[src/rtl/fetch_cache_pkg.sv]
package fetch_cache_pkg;

	// Geometry of each per-port cache.
	localparam int NUM_PORTS = 2;
	localparam int SET_BITS  = 6;
	localparam int NUM_SETS  = 1 << SET_BITS;
	localparam int TAG_BITS  = 32 - SET_BITS - 2;
	localparam int PORT_BITS = 1;

	typedef logic [31:0]          addr_t;
	typedef logic [31:0]          word_t;
	typedef logic [SET_BITS-1:0]  set_t;
	typedef logic [TAG_BITS-1:0]  tag_t;
	typedef logic [PORT_BITS-1:0] port_t;

	// One cache line holding a single instruction word.
	typedef struct packed {
		logic  valid;
		tag_t  tag;
		word_t data;
	} cache_entry_t;

	// Word-aligned refill request from a cache port.
	typedef struct packed {
		logic  valid;
		addr_t addr;
	} refill_req_t;

	// Refill answer with a single-cycle done strobe.
	typedef struct packed {
		logic  done;
		word_t data;
	} refill_rsp_t;

	typedef enum logic [1:0] {CLEAR, LOOKUP, REFILL} icache_state_e;

	typedef enum logic [1:0] {IDLE, ADDR, DATA} arb_state_e;

endpackage

[src/rtl/refill_arbiter.sv]
`timescale 1ns/1ps

module refill_arbiter (
	input  logic                                                      i_clock,
	input  logic                                                      i_reset,
	input  fetch_cache_pkg::refill_req_t [fetch_cache_pkg::NUM_PORTS-1:0] i_refill_req,
	output fetch_cache_pkg::refill_rsp_t [fetch_cache_pkg::NUM_PORTS-1:0] o_refill_rsp,
	output logic                                                      o_axi_arvalid,
	input  logic                                                      i_axi_arready,
	output fetch_cache_pkg::addr_t                                    o_axi_araddr,
	input  logic                                                      i_axi_rvalid,
	output logic                                                      o_axi_rready,
	input  fetch_cache_pkg::word_t                                    i_axi_rdata
);

	fetch_cache_pkg::arb_state_e state;
	fetch_cache_pkg::port_t      rr_ptr;
	fetch_cache_pkg::port_t      grant_q;
	fetch_cache_pkg::port_t      pick;
	fetch_cache_pkg::port_t      cand;
	logic                        pick_valid;
	fetch_cache_pkg::addr_t      araddr_q;
	fetch_cache_pkg::word_t      rdata_q;
	logic                        done_q;
	logic [fetch_cache_pkg::NUM_PORTS-1:0] done_vec;

	// Search starts at the port after the last grant.
	always_comb begin
		pick_valid = 1'b0;
		pick       = rr_ptr;
		cand       = rr_ptr;
		for (int i = 1; i <= fetch_cache_pkg::NUM_PORTS; i++) begin
			cand = fetch_cache_pkg::port_t'((int'(rr_ptr) + i) % fetch_cache_pkg::NUM_PORTS);
			if (!pick_valid && i_refill_req[cand].valid) begin
				pick_valid = 1'b1;
				pick       = cand;
			end
		end
	end

	assign o_axi_arvalid = (state == fetch_cache_pkg::ADDR);
	assign o_axi_araddr  = araddr_q;
	assign o_axi_rready  = (state == fetch_cache_pkg::DATA);

	always_comb begin
		for (int p = 0; p < fetch_cache_pkg::NUM_PORTS; p++) begin
			done_vec[p]          = done_q && (grant_q == fetch_cache_pkg::port_t'(p));
			o_refill_rsp[p].done = done_vec[p];
			o_refill_rsp[p].data = rdata_q;
		end
	end

	always_ff @(posedge i_clock) begin
		if (i_reset) begin
			state  <= fetch_cache_pkg::IDLE;
			rr_ptr <= fetch_cache_pkg::port_t'(fetch_cache_pkg::NUM_PORTS - 1);
			done_q <= 1'b0;
		end else begin
			done_q <= 1'b0;
			case (state)
				fetch_cache_pkg::IDLE: begin
					// The port just served still shows its request while done is out.
					if (pick_valid && !done_q) begin
						rr_ptr <= pick;
						state  <= fetch_cache_pkg::ADDR;
					end
				end
				fetch_cache_pkg::ADDR: begin
					if (i_axi_arready) begin
						state <= fetch_cache_pkg::DATA;
					end
				end
				fetch_cache_pkg::DATA: begin
					if (i_axi_rvalid) begin
						done_q <= 1'b1;
						state  <= fetch_cache_pkg::IDLE;
					end
				end
				default: begin
					state <= fetch_cache_pkg::IDLE;
				end
			endcase
		end
	end

	always_ff @(posedge i_clock) begin
		if (state == fetch_cache_pkg::IDLE && pick_valid && !done_q) begin
			grant_q  <= pick;
			araddr_q <= i_refill_req[pick].addr;
		end
		if (state == fetch_cache_pkg::DATA && i_axi_rvalid) begin
			rdata_q <= i_axi_rdata;
		end
	end

	a_ar_stable: assert property (@(posedge i_clock) disable iff (i_reset)
		o_axi_arvalid && !i_axi_arready |=> o_axi_arvalid && $stable(o_axi_araddr));

	// The data phase lies between an AR handshake and the following R handshake.
	a_rready_in_data: assert property (@(posedge i_clock) disable iff (i_reset)
		o_axi_rready |-> $past(o_axi_arvalid && i_axi_arready)
			|| $past(o_axi_rready && !i_axi_rvalid));

	a_done_onehot: assert property (@(posedge i_clock) disable iff (i_reset)
		$onehot0(done_vec));

endmodule

[config.mk]
export PLATFORM = sky130hd
export DESIGN_NAME = refill_arbiter
export DESIGN_NICKNAME = d
export VERILOG_FILES = /design/src/rtl/fetch_cache_pkg.sv /design/src/rtl/refill_arbiter.sv
export SDC_FILE = /design/constraint.sdc
export NUM_CORES = 1
export LEC_CHECK = 0
export BUFFER_PORTS_ARGS = -buffer_cell sky130_fd_sc_hd__buf_2
export CAP_MARGIN = 10
export CORE_MARGIN = 10
export CORE_UTILIZATION = 28
export DETAILED_ROUTE_END_ITERATION = 10
export HOLD_SLACK_MARGIN = 0.1
export PLACE_DENSITY = 0.66
export SKIP_LAST_GASP = 1
export SYNTH_ARGS = -nofsm -noshare
export SYNTH_HDL_FRONTEND = slang
export SYNTH_SLANG_ARGS = --single-unit
[constraint.sdc]
create_clock -name i_clock -period 1.93 [get_ports i_clock]
set_clock_uncertainty 0.2 [all_clocks]
set_input_delay 0.386 -clock i_clock [delete_from_list [all_inputs] [get_ports i_clock]]
set_output_delay 0.386 -clock i_clock [all_outputs]
set_load 0.01 [all_outputs]
# Word level (Yosys, flattened, before mapping)
# Index checks and enable logic that the tools add are counted.
# W data, S select, Z words.
# totals
out_inout_bits	100
word_cells	46
in_bits	102
register_bits	69
# op_classes
n_lt_le_gt_ge	3
bitwise_logic	2
muxes	15
n_reduce_logical	13
n_addsub	2
n_eq_ne	5
# op_table
cell	n
$mux W33	4
$mux W32	2
$logic_and A1 B1 Y1	7
$lt A1 B2 Y1 const B	3
$mux W2	3
$pmux W2 S3	1
$mux W1	5
$ne A2 B2 Y1 const B	2
$reduce_and A3 Y1	1
$add A1 B1 Y1 const B	2
$eq A2 B1 Y1 const B	1
$eq A2 B2 Y1 const B	1
$logic_not A1 Y1	2
$logic_not A2 Y1	1
$ne A2 B1 Y1 const B	1
$not A1 Y1	2
$reduce_and A2 Y1	1
$reduce_or A2 Y1	1

# Logic depth before layout (Yosys ltp)
# depth
word_depth	10
ltp_mapped	4
ltp_nobuf	3

# Worst setup path after synthesis
# Ideal clock, no wire load.
# synth_path
path_kind	register to register
startpoint	register state[1]
endpoint	register rdata_q[0] (enable)
setup_slack_ns	-0.127
stages_incl_launch_ff	3
t_arrival_ns	1.465
required_time_ns	1.338
period_less_slack_ns	2.057
setup_time_ns	0.392
path_cell_list	dfxtp_1 > nor2b_1 > and2_1
# synth_via
elab_chain_len	2
# synth_rtl
element	line_no	rtl
from (decl)	refill_arbiter.sv:16	fetch_cache_pkg::arb_state_e state;
from (signal assigned)	refill_arbiter.sv:55	state <= fetch_cache_pkg::IDLE;
from (signal assigned)	refill_arbiter.sv:65	state <= fetch_cache_pkg::ADDR;
from (signal assigned)	refill_arbiter.sv:70	state <= fetch_cache_pkg::DATA;
$eq A2 B2 Y1	--	
named net o_axi_rready	refill_arbiter.sv:12	output logic o_axi_rready,
$logic_and A1 B1 Y1	refill_arbiter.sv:91	if (state == fetch_cache_pkg::DATA && i_axi_rvalid) begin
to (signal assigned)	refill_arbiter.sv:92	rdata_q <= i_axi_rdata;
to (decl)	refill_arbiter.sv:23	fetch_cache_pkg::word_t rdata_q;
# The timed path passes the listed nets, and every way through them passes these cells.
# A chain may end at the register's enable or synchronous reset.

# Final worst setup path
# layout_path
startpoint	register state[1]
endpoint	register araddr_q[15], in the netlist o_axi_araddr[15] (enable)
# layout_via
elab_chain_len	3
# layout_rtl
element	line_no	rtl
$logic_not A2 Y1	refill_arbiter.sv:87	if (state == fetch_cache_pkg::IDLE && pick_valid && !done_q) begin
$logic_and A1 B1 Y1 (2 in a row)	refill_arbiter.sv:87	
to (signal assigned)	refill_arbiter.sv:89	araddr_q <= i_refill_req[pick].addr;
to (decl)	refill_arbiter.sv:22	fetch_cache_pkg::addr_t araddr_q;
# Every way passes these cells.

==> out/qor.log <==
INFO  run_status     outcome=finished clean
INFO  power          max-vdd-ir-drop=0.358mV
INFO  routing        via_count=2071
INFO  run            drv.max_cap_violation_count=0
INFO  critical_path  crit_path_max_incr_delay=0.33ns
INFO  routing        antenna_left=0
INFO  global_routing first_global_vias=2385
INFO  sta            worstMarginPinSlew=0.256ns
INFO  critical_path  critPathSlowestCell=dfxtp_1
INFO  global_routing antenna_found_initial=0
INFO  routing        post_drt_wl_per_cell=16.2um
INFO  min_path       hold_end=state[1]$_SDFFE_PP0P_
INFO  critical_path  reg2reg_from=state[1]$_SDFFE_PP0P_
INFO  clock_tree     cts_inserted_buffers=9
INFO  sta            layout_worst_path_cycle_share=0.880
INFO  critical_path  worstPathMaxFanout=33
INFO  critical_path  reg2regPathDepth=5
INFO  sta            timing.slew.headroom=0.828
INFO  clock_tree     clk-insertion-delay-late=0.33ns
INFO  sta            slew_viol_final=0
INFO  clock_tree     cts_tree=built
INFO  global_routing globalRouteTotalUtil=0.111
INFO  min_path       hp-class=input pin to register
INFO  finish         drive_above_1_share=0.680
INFO  critical_path  critical_path.reg2reg.endpoint=o_axi_araddr[15]$_DFFE_PP_
INFO  logic_synthesis mean_syn_cell_area=17.8um^2
INFO  finish         most_used_cells_in_the_layout_excluding_fill_and_tap_cells=buf_2, edfxtp_1, dlygate4sd3_1, mux2_2, clkbuf_8
INFO  logic_synthesis synth_seq_area_share=0.732
INFO  floorplan      die_area=14300um^2
INFO  sta            max_freq=589MHz
INFO  power          pwr_density_cell=822nW/um^2
INFO  finish         flow.area_growth_from_synthesis=53.6%
INFO  global_routing grt_max_degree=34
INFO  routing        detail_route.drc_violations=0
INFO  critical_path  cp_top_family=buffers and inverters
INFO  placed_design  dp_hpwl=6380um
INFO  floorplan      num_rows=36
INFO  placed_design  place.gp.congestion=0.810
INFO  routing        drt-vias-per-instance=4.08
INFO  sta            setup_total_negative_slack=0ns
INFO  min_path       hold_path_startpoint=i_axi_arready
INFO  routing        number_of_design_rule_violations_left_by_the_first_detailed_router_iteration=77
INFO  critical_path  cp.required=1.76ns
INFO  finish         post-route-cell-area=4270um^2
INFO  global_routing grt_pass1_wl=12600um
INFO  finish         finalCoreUtilization=0.438
INFO  finish         antenna_cells=0
INFO  logic_synthesis synth-seq-cells=69
INFO  placed_design  dpl.cell_count=460
INFO  logic_synthesis ys.warnings.count=0
INFO  floorplan      die_height=120um
INFO  critical_path  r2r_setup_slack=0.23ns
INFO  finish         layout.cells.most_common=buf_2
INFO  critical_path  critPathArrivalTime=1.53ns
INFO  logic_synthesis post_synth_inst_count=156
INFO  power          leakagePower=0.00188uW
INFO  sta            grt_setup_unrepaired=false
INFO  sta            timing.final.setup_violations=0
INFO  logic_synthesis post_synth_instance_area=2780um^2
INFO  placed_design  placement.io_buffers=201
INFO  min_path       whs_path_depth=3
INFO  clock_tree     clock-root-buffer=clkbuf_8
INFO  routing        drtPass1Iterations=6
INFO  floorplan      coreArea=9730um^2
INFO  critical_path  critical_path.n_buffers_inverters=3
INFO  sta            timing.final.hold_violations=0
INFO  power          design_power_total=3500uW
INFO  critical_path  timing_worst_setup_path_type=register to register
INFO  clock_tree     cts.reportedPaths.clkPinSlew=0.07ns
INFO  clock_tree     clock_tree.buffer_depth=2
INFO  floorplan      io_pins=202
INFO  critical_path  setup.worst_path.start_class=register
INFO  clock_tree     numClockSinks=69
INFO  finish         post_layout_nonfiller_instances=508
INFO  global_routing gr-total-overflow=0
INFO  floorplan      initial_utilization=0.285
INFO  sta            min_period=1.70ns
INFO  logic_synthesis syn-num-nets=258
INFO  clock_tree     cts.htree.levels=3
INFO  placed_design  placedInstanceArea=3750um^2
INFO  logic_synthesis ys_types=17
INFO  floorplan      dieWidth=120um
INFO  finish         fin_nets=473
INFO  critical_path  setup.worst_path.end_class=register
INFO  routing        finalWirelength=8230um
INFO  critical_path  critical_path.cell_chain=nor3_1 > o21ai_0 > buf_4 > clkinvlp_4 > buf_12
-- stage by stage --
stage          hold WS (ns)  worst slack [ns]
2_1_floorplan         0.255            0.0551
3_3_place_gp          0.344             0.220
3_5_place_dp          0.365             0.172
4_1_cts               0.119             0.211
5_1_grt               0.131             0.157
6_report              0.134             0.231
-- sequential cells by signal (all words and copies together) (netlist names) --
| register | cells |
|---|---|
| grant_q | 1 |
| o_axi_araddr | 32 |
| done_q | 1 |
| rr_ptr | 1 |
| state | 2 |
| rdata_q | 32 |
-- what timing repair did --
item                                   CTS  global route
hold buffers                            33             0
setup buffers                            0             0
gates resized for setup                  0             0
endpoints found under the hold margin   35             0
-- per-layer routing --
metal	share of wire	track usage	vias up
li1	-	-	975
met1	0.36	0.107	950
met2	0.48	0.186	140
met3	0.15	0.0727	6
met4	0.0091	0.0452	0
met5	0	0	-
-- Yosys cell counts --
cell | instances | area share
a211oi_1 | 1 | 0.0027
buf_6 | 3 | 0.012
o21ai_2 | 1 | 0.0032
edfxtp_1 | 65 | 0.70
inv_1 | 3 | 0.0041
nor2b_1 | 4 | 0.0090
a22oi_1 | 1 | 0.0027
buf_4 | 32 | 0.087
nand2_1 | 1 | 0.0014
mux2_2 | 32 | 0.13
nor2_1 | 2 | 0.0027
nand2b_1 | 1 | 0.0023
dfxtp_1 | 4 | 0.029
o21ai_0 | 1 | 0.0018
a21oi_1 | 2 | 0.0036
and2_1 | 2 | 0.0045
nor3_1 | 1 | 0.0018
-- how the worst max path moves through the flow --
| stage | start | endpoint | slack [ns] | depth (start not counted) |
|---|---|---|---|---|
| 2_1_floorplan | i_refill_req[65] | grant_q$_DFFE_PP_ | 0.06 | 2 |
| 3_3_place_gp | i_refill_req[65] | o_axi_araddr[26]$_DFFE_PP_ | 0.22 | 4 |
| 3_5_place_dp | i_refill_req[65] | o_axi_araddr[28]$_DFFE_PP_ | 0.17 | 4 |
| 4_1_cts | state[1]$_SDFFE_PP0P_ | o_axi_araddr[15]$_DFFE_PP_ | 0.21 | 5 |
| 5_1_grt | state[1]$_SDFFE_PP0P_ | o_axi_araddr[15]$_DFFE_PP_ | 0.16 | 5 |
| 6_report | state[1]$_SDFFE_PP0P_ | o_axi_araddr[15]$_DFFE_PP_ | 0.23 | 5 |
-- final cells by class --
class / instances / area (um^2)
fillers: 926 / 5460
flip-flops and latches: 69 / 2030
clock buffers: 10 / 128
repair buffers: 239 / 1410
inverters: 3 / 15.0
multi-input cells: 49 / 460
well taps: 133 / 166
clock inverters: 5 / 52.6
-- tightest hold or removal path, delay by kind of cell --
kind            cells  cell delay (ns)
compound gates      1             0.07
buf+inv             1             0.08
simple gates        1             0.09
-- power breakdown --
group          switching [uW]  leakage [uW]  internal, uW
clock                     526     0.0000919           583
combinational             266       0.00114           312
sequential               31.0      0.000644          1790
total                     823       0.00188          2680
-- kinds of logic (layout without fill, tap and decap cells) --
family	Yosys count	in the layout	synth area share
and+or+nand+nor	11	11	0.0216
muxes	32	32	0.130
buffers and inverters	38	257	0.103
DFF	69	69	0.732
AOI/OAI and AO/OA	6	6	0.0140
Note: power is estimated with default switching activity, not from simulation.
